File: config.mk
export PLATFORM = sky130hd
export DESIGN_NAME = pocket_video_top
export DESIGN_NICKNAME = d
export VERILOG_FILES = /design/src/hw/pocket_video_pkg.sv /design/src/hw/pocket_video_top.sv /design/src/hw/video_pixel_stage.sv /design/src/hw/video_timing_stage.sv /design/src/hw/bridge_settings.sv
export VERILOG_INCLUDE_DIRS = /design/src /design/src/hw
export SDC_FILE = /design/constraint.sdc
export NUM_CORES = 1
export LEC_CHECK = 0
export ABC_AREA = 1
export BUFFER_PORTS_ARGS = -buffer_cell sky130_fd_sc_hd__buf_2
export CAP_MARGIN = 20
export CORE_MARGIN = 2
export CORE_UTILIZATION = 44
export CTS_CLUSTER_SIZE = 25
export DETAILED_ROUTE_END_ITERATION = 6
export PLACE_DENSITY = 0.82
export SLEW_MARGIN = 20
export SYNTH_ARGS = -nofsm -noshare
export SYNTH_HDL_FRONTEND = slang
export SYNTH_SLANG_ARGS = --single-unit
export TNS_END_PERCENT = 20
File: constraint.sdc
create_clock -name clk_74a -period 1.1 [get_ports clk_74a]
set_input_delay 0.22 -clock clk_74a [delete_from_list [all_inputs] [get_ports clk_74a]]
set_output_delay 0.22 -clock clk_74a [all_outputs]
set_load 0.005 [all_outputs]
File: src/hw/pocket_video_consts.svh
// pocket video constants
// bridge address map, field widths and timing lengths shared by
// the settings decoder and the video conditioner

`ifndef POCKET_VIDEO_CONSTS_SVH
`define POCKET_VIDEO_CONSTS_SVH

// bridge bus
`define BRIDGE_W 32

// settings addresses, byte offsets on the bridge
`define ADDR_RESET      32'h050
`define ADDR_SYSTEM     32'h100
`define ADDR_TURBO      32'h110
`define ADDR_REWIND     32'h114
`define ADDR_TRIPLE_BUF 32'h200
`define ADDR_FLICKER    32'h204
`define ADDR_ORIENT     32'h208
`define ADDR_FLIP_H     32'h20C
`define ADDR_FF_SOUND   32'h300

// core reset hold, in clk_74a cycles
`define RESET_HOLD_CYCLES 256

// video
`define HS_DELAY_TICKS  7
`define ORIENT_W        2
`define ORIENT_AUTO     2'd0
`define ORIENT_VERTICAL 2'd2
`define RGB_W           24

`endif
File: src/hw/pocket_video_pkg.sv
// pocket video types
// settings word, core video bundles and the scaler output word

`include "pocket_video_consts.svh"

package pocket_video_pkg;

  // configuration bits written over the bridge
  typedef struct packed {
    logic [1:0]           system;
    logic                 cpu_turbo;
    logic                 rewind_capture;
    logic                 triple_buffer;
    logic [1:0]           flickerblend;
    logic [`ORIENT_W-1:0] orientation;
    logic                 flip_horizontal;
    logic                 fastforward_sound;
  } core_settings_t;

  // raw video from the emulation core
  typedef struct packed {
    logic [`RGB_W-1:0] rgb;
    logic              hblank;
    logic              vblank;
    logic              hsync;
    logic              vsync;
  } vid_in_t;

  typedef struct packed {
    logic [7:0] r;
    logic [7:0] g;
    logic [7:0] b;
  } rgb_colour_t;

  // scaler slot word, sent in the first blank pixel of a line
  typedef struct packed {
    logic [9:0]  pad_hi;
    logic        vertical;
    logic [12:0] pad_lo;
  } rgb_slot_t;

  typedef union packed {
    rgb_colour_t colour;
    rgb_slot_t   slot;
  } rgb_word_u;

  typedef struct packed {
    rgb_word_u rgb;
    logic      de;
    logic      hs;
    logic      vs;
  } vid_out_t;

  // timing stage to pixel stage
  typedef struct packed {
    logic [`RGB_W-1:0] rgb;
    logic              de;
    logic              de_fall;
    logic              hs_pulse;
    logic              vs_pulse;
  } vid_stage_t;

endpackage

File: src/hw/pocket_video_top.sv
// pocket video top
// bridge settings decoder beside the two stage video output
// conditioner, all on clk_74a

`timescale 1ns/1ps

`include "pocket_video_consts.svh"

module pocket_video_top
  import pocket_video_pkg::*;
(
  input  logic                 clk_74a,
  input  logic                 rst_n,
  input  logic                 bridge_wr,
  input  logic [`BRIDGE_W-1:0] bridge_addr,
  input  logic [`BRIDGE_W-1:0] bridge_wr_data,
  input  logic                 pix_ce,
  input  vid_in_t              vid_in,
  input  logic                 is_vertical,
  output core_settings_t       core_settings,
  output logic                 core_reset,
  output vid_out_t             vid_out
);

  vid_stage_t stage;

  bridge_settings bridge_settings_i (
    .clk_74a        (clk_74a),
    .rst_n          (rst_n),
    .bridge_wr      (bridge_wr),
    .bridge_addr    (bridge_addr),
    .bridge_wr_data (bridge_wr_data),
    .core_settings  (core_settings),
    .core_reset     (core_reset)
  );

  video_timing_stage video_timing_stage_i (
    .clk_74a (clk_74a),
    .rst_n   (rst_n),
    .pix_ce  (pix_ce),
    .vid_in  (vid_in),
    .stage   (stage)
  );

  // orientation setting goes straight to the slot word logic
  video_pixel_stage video_pixel_stage_i (
    .clk_74a     (clk_74a),
    .rst_n       (rst_n),
    .pix_ce      (pix_ce),
    .stage       (stage),
    .orientation (core_settings.orientation),
    .is_vertical (is_vertical),
    .vid_out     (vid_out)
  );

endmodule

File: src/hw/video_pixel_stage.sv
// video pixel stage
// output register of the video pipeline: picks colour, slot word or
// black for each tick and registers it with de, hs and vs

`timescale 1ns/1ps

`include "pocket_video_consts.svh"

module video_pixel_stage
  import pocket_video_pkg::*;
(
  input  logic                 clk_74a,
  input  logic                 rst_n,
  input  logic                 pix_ce,
  input  vid_stage_t           stage,
  input  logic [`ORIENT_W-1:0] orientation,
  input  logic                 is_vertical,
  output vid_out_t             vid_out
);

  logic      orient_vertical;
  rgb_word_u rgb_next;

  // auto follows the core, vertical code forces it, anything else is flat
  assign orient_vertical = (orientation == `ORIENT_AUTO) ? is_vertical :
                           (orientation == `ORIENT_VERTICAL);

  ////////////////////////////////////////////////////////////
  // output word select

  always_comb begin
    rgb_next = '0;
    if (stage.de) begin
      rgb_next.colour.r = stage.rgb[23:16];
      rgb_next.colour.g = stage.rgb[15:8];
      rgb_next.colour.b = stage.rgb[7:0];
    end else if (stage.de_fall) begin
      // first blank pixel tells the scaler which slot to use
      rgb_next.slot.vertical = orient_vertical;
    end
  end

  ////////////////////////////////////////////////////////////
  // output register, holds between ticks

  always_ff @(posedge clk_74a or negedge rst_n) begin
    if (!rst_n) begin
      vid_out <= '0;
    end else if (pix_ce) begin
      vid_out.rgb <= rgb_next;
      vid_out.de  <= stage.de;
      vid_out.hs  <= stage.hs_pulse;
      vid_out.vs  <= stage.vs_pulse;
    end
  end

endmodule

File: src/hw/video_timing_stage.sv
// video timing stage
// first register of the video pipeline that builds data enable, finds
// sync edges, delays hsync clear of vsync and marks the end of active video

`timescale 1ns/1ps

`include "pocket_video_consts.svh"

module video_timing_stage
  import pocket_video_pkg::*;
(
  input  logic       clk_74a,
  input  logic       rst_n,
  input  logic       pix_ce,
  input  vid_in_t    vid_in,
  output vid_stage_t stage
);

  localparam int HS_CNT_W = $clog2(`HS_DELAY_TICKS + 1);
  localparam logic [HS_CNT_W-1:0] HS_LOAD = HS_CNT_W'(`HS_DELAY_TICKS);
  // pulse one tick early since the pixel stage adds the last one
  localparam logic [HS_CNT_W-1:0] HS_FIRE = HS_CNT_W'(2);

  logic                de;
  logic                hs_rise;
  logic                vs_rise;
  logic                hs_prev;
  logic                vs_prev;
  logic [HS_CNT_W-1:0] hs_cnt;
  logic [`RGB_W-1:0]   rgb_q;
  logic                de_q;
  logic                de_fall_q;
  logic                hs_pulse_q;
  logic                vs_pulse_q;

  assign de      = ~(vid_in.hblank | vid_in.vblank);
  assign hs_rise = vid_in.hsync & ~hs_prev;
  assign vs_rise = vid_in.vsync & ~vs_prev;

  always_ff @(posedge clk_74a or negedge rst_n) begin
    if (!rst_n) begin
      hs_prev    <= 1'b0;
      vs_prev    <= 1'b0;
      hs_cnt     <= '0;
      de_q       <= 1'b0;
      de_fall_q  <= 1'b0;
      hs_pulse_q <= 1'b0;
      vs_pulse_q <= 1'b0;
    end else if (pix_ce) begin
      hs_prev    <= vid_in.hsync;
      vs_prev    <= vid_in.vsync;
      de_q       <= de;
      // de_q still holds the de of the previous tick here
      de_fall_q  <= de_q & ~de;
      vs_pulse_q <= vs_rise;
      // a fresh hsync edge cancels a pending pulse
      hs_pulse_q <= ~hs_rise && (hs_cnt == HS_FIRE);
      if (hs_rise) begin
        hs_cnt <= HS_LOAD;
      end else if (hs_cnt != '0) begin
        hs_cnt <= hs_cnt - 1'b1;
      end
    end
  end

  // pixel payload
  always_ff @(posedge clk_74a) begin
    if (pix_ce) begin
      rgb_q <= vid_in.rgb;
    end
  end

  assign stage = '{rgb: rgb_q, de: de_q, de_fall: de_fall_q,
                   hs_pulse: hs_pulse_q, vs_pulse: vs_pulse_q};

endmodule

File: src/hw/bridge_settings.sv
// bridge settings decoder
// turns single cycle bridge writes into core configuration bits and
// holds the core in reset for a fixed count after a reset write

`timescale 1ns/1ps

`include "pocket_video_consts.svh"

module bridge_settings
  import pocket_video_pkg::*;
(
  input  logic                 clk_74a,
  input  logic                 rst_n,
  input  logic                 bridge_wr,
  input  logic [`BRIDGE_W-1:0] bridge_addr,
  input  logic [`BRIDGE_W-1:0] bridge_wr_data,
  output core_settings_t       core_settings,
  output logic                 core_reset
);

  localparam int HOLD_W = $clog2(`RESET_HOLD_CYCLES + 1);
  localparam logic [HOLD_W-1:0] HOLD_LOAD = HOLD_W'(`RESET_HOLD_CYCLES);

  logic [HOLD_W-1:0] hold_cnt;
  logic              reset_wr;

  assign reset_wr = bridge_wr && (bridge_addr == `ADDR_RESET);

  ////////////////////////////////////////////////////////////
  // settings register

  always_ff @(posedge clk_74a or negedge rst_n) begin
    if (!rst_n) begin
      core_settings <= '0;
    end else if (bridge_wr) begin
      // each address owns one field, data comes from the low bits
      case (bridge_addr)
        `ADDR_SYSTEM:     core_settings.system <= bridge_wr_data[1:0];
        `ADDR_TURBO:      core_settings.cpu_turbo <= bridge_wr_data[0];
        `ADDR_REWIND:     core_settings.rewind_capture <= bridge_wr_data[0];
        `ADDR_TRIPLE_BUF: core_settings.triple_buffer <= bridge_wr_data[0];
        `ADDR_FLICKER:    core_settings.flickerblend <= bridge_wr_data[1:0];
        `ADDR_ORIENT: begin
          core_settings.orientation <= bridge_wr_data[`ORIENT_W-1:0];
        end
        `ADDR_FLIP_H:     core_settings.flip_horizontal <= bridge_wr_data[0];
        `ADDR_FF_SOUND:   core_settings.fastforward_sound <= bridge_wr_data[0];
        default: begin
          // unmapped, ignored
        end
      endcase
    end
  end

  ////////////////////////////////////////////////////////////
  // core reset hold

  // a new reset write restarts the count
  always_ff @(posedge clk_74a or negedge rst_n) begin
    if (!rst_n) begin
      hold_cnt <= '0;
    end else if (reset_wr) begin
      hold_cnt <= HOLD_LOAD;
    end else if (hold_cnt != '0) begin
      hold_cnt <= hold_cnt - 1'b1;
    end
  end

  // counts HOLD_LOAD down to 1, so exactly that many cycles
  assign core_reset = (hold_cnt != '0);

endmodule

==> flow_summary.ini, run 1 <==
[clocking]
htreeDepth = 3
clockBufferDepth = 2
cts_tree = yes
numCtsBuffers = 9
clk_latency_ns = 0.36
root_buffer = clkbuf_8
clock-sinks = 80
path_clk_slew_ns = 0.09

[placed_design]
port_buffers = 105
placed_cell_area_um2 = 4350
globalplace.congestion = 0.883
hpwl_um = 5550

[synth]
synth.avg_cell_area_um2 = 10.3
synth_commonest_cells = nand2_1 (68), dfrtp_1 (56), nor2_1 (33), nand3_1 (29), edfxtp_1 (24)
synthAdderAreaFrac_pct = 1.43
seq_area_frac_synth_pct = 60.7
synth-main-ff-cell = dfrtp_1
synth.cell_area_um2 = 3500
synth_cells = 339
synth_compound_area_share_pct = 8.23
syn_nets = 440
ys_types = 28
yosys.area_share.simple_pct = 23.1
synth_top_family_by_area = simple AND/OR/NAND/NOR gates
synth_seq_cells = 80
synth_most_common_cell = nand2_1
synth_area_leaders = dfrtp_1 (40%), edfxtp_1 (21%), nand2_1 (7.3%), a22o_1 (5.8%), nand3_1 (4.2%)
yosysTopAreaCell = dfrtp_1
synth_top_area_share_pct = 40.1
yosys-mux-area-fraction_pct = 0
synth_edf_count = 24
ys.warnings.count = 0
synth_xor_area_share_pct = 1.50
async_reset_ff_share_pct = 70.0

[critical_path]
path_max_fanout = 2
path_cells = inv_2 -> ha_4 -> nand2_4 -> nor2_4 -> nand2_4 -> buf_6
endpoint = core_reset
required_ns = 0.88
critical-path-top-delay-family = flip-flops
cp_num_buf_inv = 2
end_kind = output pin
crit_type = flip-flop to output pin
rr_worst_depth = 11
arrival_ns = 1.34
start_kind = flip-flop
rrSetupSlack_ns = -0.39
critPathMaxStageDelay_ns = 0.41
cp_num_cells = 6
worstReg2RegStart = bridge_settings_i.hold_cnt[0]$_DFFE_PN0P_
timing.critical_path.from = bridge_settings_i.hold_cnt[0]$_DFFE_PN0P_
r2r-end = bridge_settings_i.hold_cnt[1]$_DFFE_PN0P_
cp_slowest_cell = dfrtp_1
critical_path.most_common_cell = nand2_4

[sta]
setup_viol = 19
skew_ns = 0.0135
fin_crit_sh_pct = 142
finalMaxSlewViolations = 0
hold_viol_final = 0
tightest_slew_ns = 0.311
fin_setup_tns_ns = -3.52
slew_headroom_pct = 79.3
rsz0062_at_grt = true
fin_crit_ns = 1.56
fmax_mhz = 639
hold-worst-slack_ns = 0.0360
setup_ws_ns = -0.464

[grt]
top_usage_layer = met2
met2_usage_pct = 32.7
met3_usage_pct = 4.11
grt_pass1_wl_um = 12700
use_met1_pct = 22.9
overflow = 0
grt_pass1_vias = 2816
antenna_found_initial = 0
track_usage_pct = 18.9
grt_start_max_net_pins = 57

[power]
leakage_nw = 2.40
p_sw_mw = 1.75
power.density_nw_per_um2 = 1410
swShare_pct = 25.7
p_total_mw = 6.79
power_frac_seq_pct = 50.3
intPower_mw = 5.05
clkPwrFrac_pct = 35.8
vdd_drop_max_v = 0.00110
p_comb_share_pct = 13.9

[drt]
antenna_left = 0
first_iter_violations = 101
wl_per_cell_um = 13.1
dr_total_vias = 2873
viasPerCell = 4.84
postRouteWirelength_um = 7790
drc = 0
first_pass_iters = 5

[finish]
utilization_pct = 62.3
fill_cells = 618
syn_to_final_growth_pct = 37.6
drive_gt1_share_pct = 44.9
nets = 588
stdcell_area_um2 = 4810
antenna_cells = 0

[die]
core-area_um2 = 7730
dieArea_um2 = 8680
start_util_pct = 45.3
die_x_um = 93.2
core.rowCount = 32
die-height_um = 93.2
boundaryPins = 136

[worst_hold_path]
hp-class = input port to flip-flop
min_from = vid_in[12]

[run_status]
outcome = finished, violations left
failed_checks = setup timing

[flow_run]
maxCapViolations = 0
-- state kept, by name, indices dropped and copies added (netlist names) --
name                             flops
bridge_settings_i.core_settings     11
bridge_settings_i.hold_cnt           9
video_pixel_stage_i.vid_out         27
video_timing_stage_i.de_fall_q       1
video_timing_stage_i.de_q            1
video_timing_stage_i.hs_cnt          3
video_timing_stage_i.hs_prev         1
video_timing_stage_i.hs_pulse_q      1
video_timing_stage_i.rgb_q          24
video_timing_stage_i.vs_prev         1
video_timing_stage_i.vs_pulse_q      1
-- layout by cell type (no fill, tap or decap), types with 2 or more instances in the layout --
master / n
buf_2: 104
nand2_1: 65
dfrtp_1: 55
buf_4: 35
nor2_1: 31
nand3_1: 24
edfxtp_1: 24
a22o_1: 23
nor2_2: 17
inv_1: 17
inv_2: 12
clkbuf_8: 9
nand4_1: 8
o21ai_0: 8
nor2_4: 7
nand2_2: 5
nand3_2: 5
nand2_4: 4
xor2_1: 4
o21ai_1: 3
o22ai_1: 3
ha_4: 3
clkinvlp_4: 3
buf_6: 3
inv_6: 2
bufinv_16: 2
buf_12: 2
-- worst register-to-register path: stages, from the launching register on --
cell,delay (ns)
dfrtp_1,0.41
inv_2,0.09
ha_4,0.15
nand2_4,0.06
nor2_4,0.10
nand2_4,0.06
buf_4,0.13
buf_6,0.10
buf_8,0.13
inv_4,0.06
nand3_2,0.07
nand2_2,0.06
-- stage by stage --
stage / instances / setup WS (ns)
6_report: 594 / -0.464
5_1_grt: 594 / -0.520
4_1_cts: 588 / -0.486
3_5_place_dp: 565 / -0.170
3_3_place_gp: 565 / -0.125
2_1_floorplan: 339 / -0.0107
-- power groups by stage --
stage	Clock (mW)	Sequential [mW]	Combinational, mW
after global placement	0	3.45	0.771
after detailed placement	0	3.47	0.824
after floorplan	0	3.45	0.384
after global routing	2.62	3.44	1.06
final	2.43	3.41	0.945
after CTS	2.48	3.41	0.927
-- kinds of logic (layout without fill, tap and decap cells) --
kind of cell / Yosys count / after routing
flip-flops: 80 / 80
adder cells (fa/ha/maj): 4 / 4
AND/OR/NAND/NOR: 170 / 170
XOR/XNOR: 6 / 6
buffers and inverters: 41 / 194
AO/OA/AOI/OAI: 38 / 38
-- worst min path at each step --
stage / cells past startpoint / end / slack [ns]
after CTS: 1 / video_timing_stage_i.rgb_q[12]$_DFFE_PP_ / 0.02
after detailed placement: 2 / video_timing_stage_i.hs_prev$_DFFE_PN0P_ / 0.25
after floorplan: 0 / bridge_settings_i.core_settings[0]$_DFFE_PN0P_ / -0.08
final: 1 / video_timing_stage_i.rgb_q[8]$_DFFE_PP_ / 0.04
after global routing: 1 / video_timing_stage_i.rgb_q[8]$_DFFE_PP_ / 0.01
after global placement: 2 / video_timing_stage_i.hs_pulse_q$_DFFE_PN0P_ / 0.24
-- what timing repair did --
action                                  CTS  global route
hold endpoints to repair                 56             0
pin swaps                                 9            13
resized for setup                        13            22
hold buffers                              1             0
buffers inserted                          6             6
cloned                                    0             0
endpoints found under the setup margin   45            50
-- layer usage --
metal,vias up,wire length [um]
li1,1425,-
met1,1327,3250
met2,109,3930
met3,12,468
met4,0,135
met5,-,0
-- area by class of cell --
| cell class | instances | area [um^2] | share of cell area (%) |
|---|---|---|---|
| Sequential cell | 80 | 2120 | 44.1 |
| Multi-Input combinational cell | 218 | 1330 | 27.5 |
| Timing Repair Buffer | 146 | 882 | 18.3 |
| Inverter | 32 | 129 | 2.68 |
| Tap cell | 102 | 128 | 2.65 |
| Clock buffer | 9 | 124 | 2.57 |
| Clock inverter | 7 | 103 | 2.13 |
(Power assumes the default switching activity.)
==> run 2: changes to the inputs <==
CELL_PAD_IN_SITES_DETAIL_PLACEMENT = 2   (was default)
CELL_PAD_IN_SITES_GLOBAL_PLACEMENT = 2   (was default)
CORE_MARGIN = default   (was 2)
CORE_UTILIZATION = 26   (was 44)
==> flow_summary.ini, run 2 (same netlist as run 1, synthesis figures left out) <==
[critical_path]
rrSetupSlack_ns = -0.31
worstReg2RegStart = bridge_settings_i.hold_cnt[0]$_DFFE_PN0P_
cp_num_cells = 6
critical-path-top-delay-family = flip-flops
start_kind = flip-flop
critical_path.most_common_cell = nand2_4
critPathMaxStageDelay_ns = 0.40
rr_worst_depth = 10
path_max_fanout = 2
timing.critical_path.from = bridge_settings_i.hold_cnt[0]$_DFFE_PN0P_
r2r-end = bridge_settings_i.hold_cnt[1]$_DFFE_PN0P_
end_kind = output pin
endpoint = core_reset
required_ns = 0.88
path_cells = inv_2 -> ha_4 -> nand2_4 -> nor2_4 -> nand2_4 -> buf_6
cp_num_buf_inv = 2
crit_type = flip-flop to output pin
arrival_ns = 1.33
cp_slowest_cell = dfrtp_1

[grt]
grt_pass1_wl_um = 17100
grt_pass1_vias = 3459
antenna_found_initial = 0
grt_start_max_net_pins = 57
track_usage_pct = 15.4
overflow = 0

[sta]
slew_headroom_pct = 78.9
hold_viol_final = 0
fin_crit_sh_pct = 141
finalMaxSlewViolations = 0
fmax_mhz = 645
setup_ws_ns = -0.451
tightest_slew_ns = 0.316
fin_crit_ns = 1.55
rsz0062_at_grt = true
setup_viol = 11
skew_ns = 0.00807

[power]
p_total_mw = 7.20
power.density_nw_per_um2 = 1440
leakage_nw = 2.46
vdd_drop_max_v = 0.000693

[clocking]
path_clk_slew_ns = 0.06
cts_tree = yes
numCtsBuffers = 9
htreeDepth = 3
clk_latency_ns = 0.33
clock-sinks = 80
clockBufferDepth = 2
root_buffer = clkbuf_16

[die]
core.rowCount = 42
die-height_um = 118
core-area_um2 = 13200
boundaryPins = 136
die_x_um = 118
dieArea_um2 = 13900
start_util_pct = 26.5

[finish]
reg.largest.list = video_pixel_stage_i.vid_out x27, video_timing_stage_i.rgb_q x24, bridge_settings_i.core_settings x11
fill_cells = 1433
final_cell_mix = buf_2 (104), nand2_1 (64), dfrtp_1 (56)
regMostFlops = video_pixel_stage_i.vid_out
drive_gt1_share_pct = 45.4
instances_no_fill = 674
register_area_um2 = 2120
antenna_cells = 0
syn_to_final_growth_pct = 43.0
multi_input_area_um2 = 1310
final_common_cell = buf_2
utilization_pct = 37.9
largest_reg_flops = 27
nets = 594

[drt]
viasPerCell = 4.46
first_iter_violations = 107
first_pass_iters = 4
drc = 0
dr_total_vias = 3009
postRouteWirelength_um = 10200
wl_per_cell_um = 15.1
antenna_left = 0

[run_status]
outcome = finished, violations left
failed_checks = setup timing

[flow_run]
maxCapViolations = 0

[placed_design]
port_buffers = 105
hpwl_um = 7640
globalplace.congestion = 0.812
place_inst = 646

[worst_hold_path]
hp-class = input port to flip-flop
==> run 2: cell count changes in the layout (fill, tap and decap cells not counted), moves of 2 or more <==
cell,before,now
clkbuf_8,9,1
buf_4,35,41
nand3_1,24,22
clkinv_2,1,3
nor2_4,7,5
buf_12,2,4
bufinv_16,2,0
nand3_2,5,7
clkbuf_16,0,9
buf_6,3,1
==> run 2: layer usage <==
metal	GRT usage [%]	wire length (um)
met2	28.7	5500
met1	17.3	4150
met4	5.05	76
met3	3.39	452
met5	0	0
==> run 2: timing repair <==
action / 4_1_cts / 5_1_grt
resized for setup: 13 / 17
buffers inserted: 6 / 5
hold endpoints to repair: 56 / 0
setup endpoints to repair: 26 / 41
hold buffers: 1 / 0
pin swaps: 5 / 9
==> run 2: worst min-delay path by stage <==
stage	from	to	slack (ns)	cells past startpoint
finish	vid_in[9]	video_timing_stage_i.rgb_q[5]$_DFFE_PP_	0.06	1
CTS	vid_in[9]	video_timing_stage_i.rgb_q[5]$_DFFE_PP_	0.04	1
detailed placement	rst_n	video_timing_stage_i.hs_cnt[1]$_DFFE_PN0P_	0.26	2
global placement	rst_n	video_timing_stage_i.hs_prev$_DFFE_PN0P_	0.24	2
floorplan	rst_n	bridge_settings_i.core_settings[0]$_DFFE_PN0P_	-0.08	0
global route	vid_in[9]	video_timing_stage_i.rgb_q[5]$_DFFE_PP_	0.04	1
==> run 2: area by class of cell <==
type,count,area share [%]
Timing Repair Buffer,152,18.9
Inverter,32,2.58
Multi-Input combinational cell,218,26.2
Clock buffer,11,4.85
Clock inverter,5,0.675
Sequential cell,80,42.4
Tap cell,176,4.40
==> run 2: stage by stage <==
stage                     worst slack [ns]  hold WS (ns)  setup TNS (ns)  cell area [um^2]
after detailed placement            -0.261         0.257           -4.11              4520
after global routing                -0.518        0.0434           -3.98              5000
final                               -0.451        0.0588           -2.80              5000
after floorplan                    -0.0107       -0.0756         -0.0107              3510
after global placement              -0.158         0.241           -2.66              4520
after CTS                           -0.477        0.0425           -2.30              4900
==> run 2: worst register-to-register path: stages (launching register included) <==
cell and delay [ns]:
dfrtp_1 0.40, inv_2 0.09, ha_4 0.16, nand2_4 0.06, nor2_4 0.12, nand2_4 0.07
buf_4 0.14, buf_8 0.13, inv_4 0.06, nand3_2 0.07, nand2_2 0.06
==> run 2: power by group <==
part | total, mW | internal, mW | switching [mW] | leakage, nW
registers | 3.43 | 3.31 | 0.121 | 0.959
clock network | 2.78 | 1.59 | 1.20 | 0.132
logic | 0.985 | 0.463 | 0.522 | 1.36
==> run 3: changes to the inputs <==
REMOVE_ABC_BUFFERS = 1   (was default)
==> flow_summary.ini, run 3 (same netlist as run 1, synthesis figures left out) <==
[critical_path]
path_max_fanout = 2
required_ns = 0.88
end_kind = output pin
arrival_ns = 1.34
start_kind = flip-flop
crit_type = flip-flop to output pin

[finish]
reg.largest.list = video_pixel_stage_i.vid_out x27, video_timing_stage_i.rgb_q x24, bridge_settings_i.core_settings x11
antenna_cells = 0
nets = 595
largest_reg_flops = 27
final_cell_mix = buf_2 (103), nand2_1 (63), dfrtp_1 (55)
final_common_cell = buf_2
regMostFlops = video_pixel_stage_i.vid_out
instances_no_fill = 675
syn_to_final_growth_pct = 45.1
drive_gt1_share_pct = 47.1
fill_cells = 1460

[sta]
slew_headroom_pct = 79.1
hold_viol_final = 0
setup_ws_ns = -0.459
skew_ns = 0.0102
setup_viol = 18
finalMaxSlewViolations = 0
rsz0062_at_grt = true
tightest_slew_ns = 0.314
fmax_mhz = 641
fin_crit_ns = 1.56
hold-worst-slack_ns = 0.0386
fin_crit_sh_pct = 142

[clocking]
clk_latency_ns = 0.35
htreeDepth = 3
numCtsBuffers = 9
cts_tree = yes
path_clk_slew_ns = 0.07
clockBufferDepth = 2
root_buffer = clkbuf_16
clock-sinks = 80

[die]
die-height_um = 118
boundaryPins = 136
dieArea_um2 = 13900
die_x_um = 118
start_util_pct = 26.5
core.rowCount = 42
core-area_um2 = 13200

[run_status]
outcome = finished, violations left
failed_checks = setup timing

[grt]
overflow = 0
antenna_found_initial = 0
grt_pass1_vias = 3533
grt_pass1_wl_um = 18100
grt_start_max_net_pins = 57
track_usage_pct = 17.1

[placed_design]
place_inst = 644
port_buffers = 105
pre_cts_ws_ns = -0.295
hpwl_um = 8010
globalplace.congestion = 0.799

[power]
leakage_nw = 2.48
power.density_nw_per_um2 = 1500
vdd_drop_max_v = 0.00109

[drt]
first_iter_violations = 85
viasPerCell = 4.49
drc = 0
first_pass_iters = 4
postRouteWirelength_um = 11300
dr_total_vias = 3033
wl_per_cell_um = 16.7
antenna_left = 0

[worst_hold_path]
hp-class = input port to flip-flop

[flow_run]
maxCapViolations = 0
run 3: critical path, stage by stage (launching register included):
cell and delay (ns):
dfrtp_1 0.39, inv_2 0.09, ha_4 0.16, nand2_4 0.05, nor2_4 0.12, nand2_4 0.06
buf_6 0.11
run 3: where the power goes:
part | switching (mW) | internal (mW) | leakage (nW)
registers | 0.121 | 3.31 | 0.959
logic | 0.593 | 0.503 | 1.38
clock network | 1.31 | 1.78 | 0.147
total | 2.03 | 5.59 | 2.48
run 3: cell type report:
| class | instances | area [um^2] | share of cell area (%) |
|---|---|---|---|
| clock buffers | 9 | 225 | 4.44 |
| flip-flops and latches | 80 | 2120 | 41.8 |
| clock inverters | 7 | 75.1 | 1.48 |
| repair buffers | 153 | 933 | 18.4 |
| inverters | 32 | 131 | 2.59 |
| multi-input cells | 218 | 1370 | 26.9 |
| well taps | 176 | 220 | 4.34 |
run 3: per-layer routing:
metal,global-route usage (%),vias to the layer above,wire length [um]
met1,17.0,1499,4080
met5,0,-,0
met4,6.81,0,325
met3,5.52,19,518
li1,-,1435,-
met2,32.5,80,6370
run 3: final timing paths:
check	startpoint	end	slack, ns	cells after the start
setup / recovery	bridge_settings_i.hold_cnt[1]$_DFFE_PN0P_	core_reset	-0.46	6
hold / removal	vid_in[22]	video_timing_stage_i.rgb_q[18]$_DFFE_PP_	0.04	1
setup reg to reg	bridge_settings_i.hold_cnt[1]$_DFFE_PN0P_	bridge_settings_i.hold_cnt[7]$_DFFE_PN0P_	-0.38	11
hold reg to reg	video_timing_stage_i.rgb_q[16]$_DFFE_PP_	video_pixel_stage_i.vid_out[19]$_DFFE_PN0P_	0.47	1
max in group asynchronous	rst_n	bridge_settings_i.hold_cnt[2]$_DFFE_PN0P_	0.43	3
min in group asynchronous	rst_n	video_pixel_stage_i.vid_out[13]$_DFFE_PN0P_	0.40	3
run 3: per-stage QoR:
stage	cell area, um^2	power [mW]	util, %	TNS [ns]
global route	5070	7.95	38.5	-4.53
CTS	5010	7.70	38.0	-2.83
detailed placement	4470	4.37	33.9	-4.77
floorplan	3450	3.81	-	-0.983
global placement	4470	4.26	33.9	-2.50
finish	5070	7.61	38.5	-2.80
run 3: what timing repair did:
item                                    in CTS  in global routing
resized for setup                           37                 12
hold buffers                                 1                  0
pin swaps                                   14                 12
hold endpoints to repair                    56                  0
endpoints found under the setup margin      42                 54
buffers inserted                            12                  5
gates cloned                                 0                  0
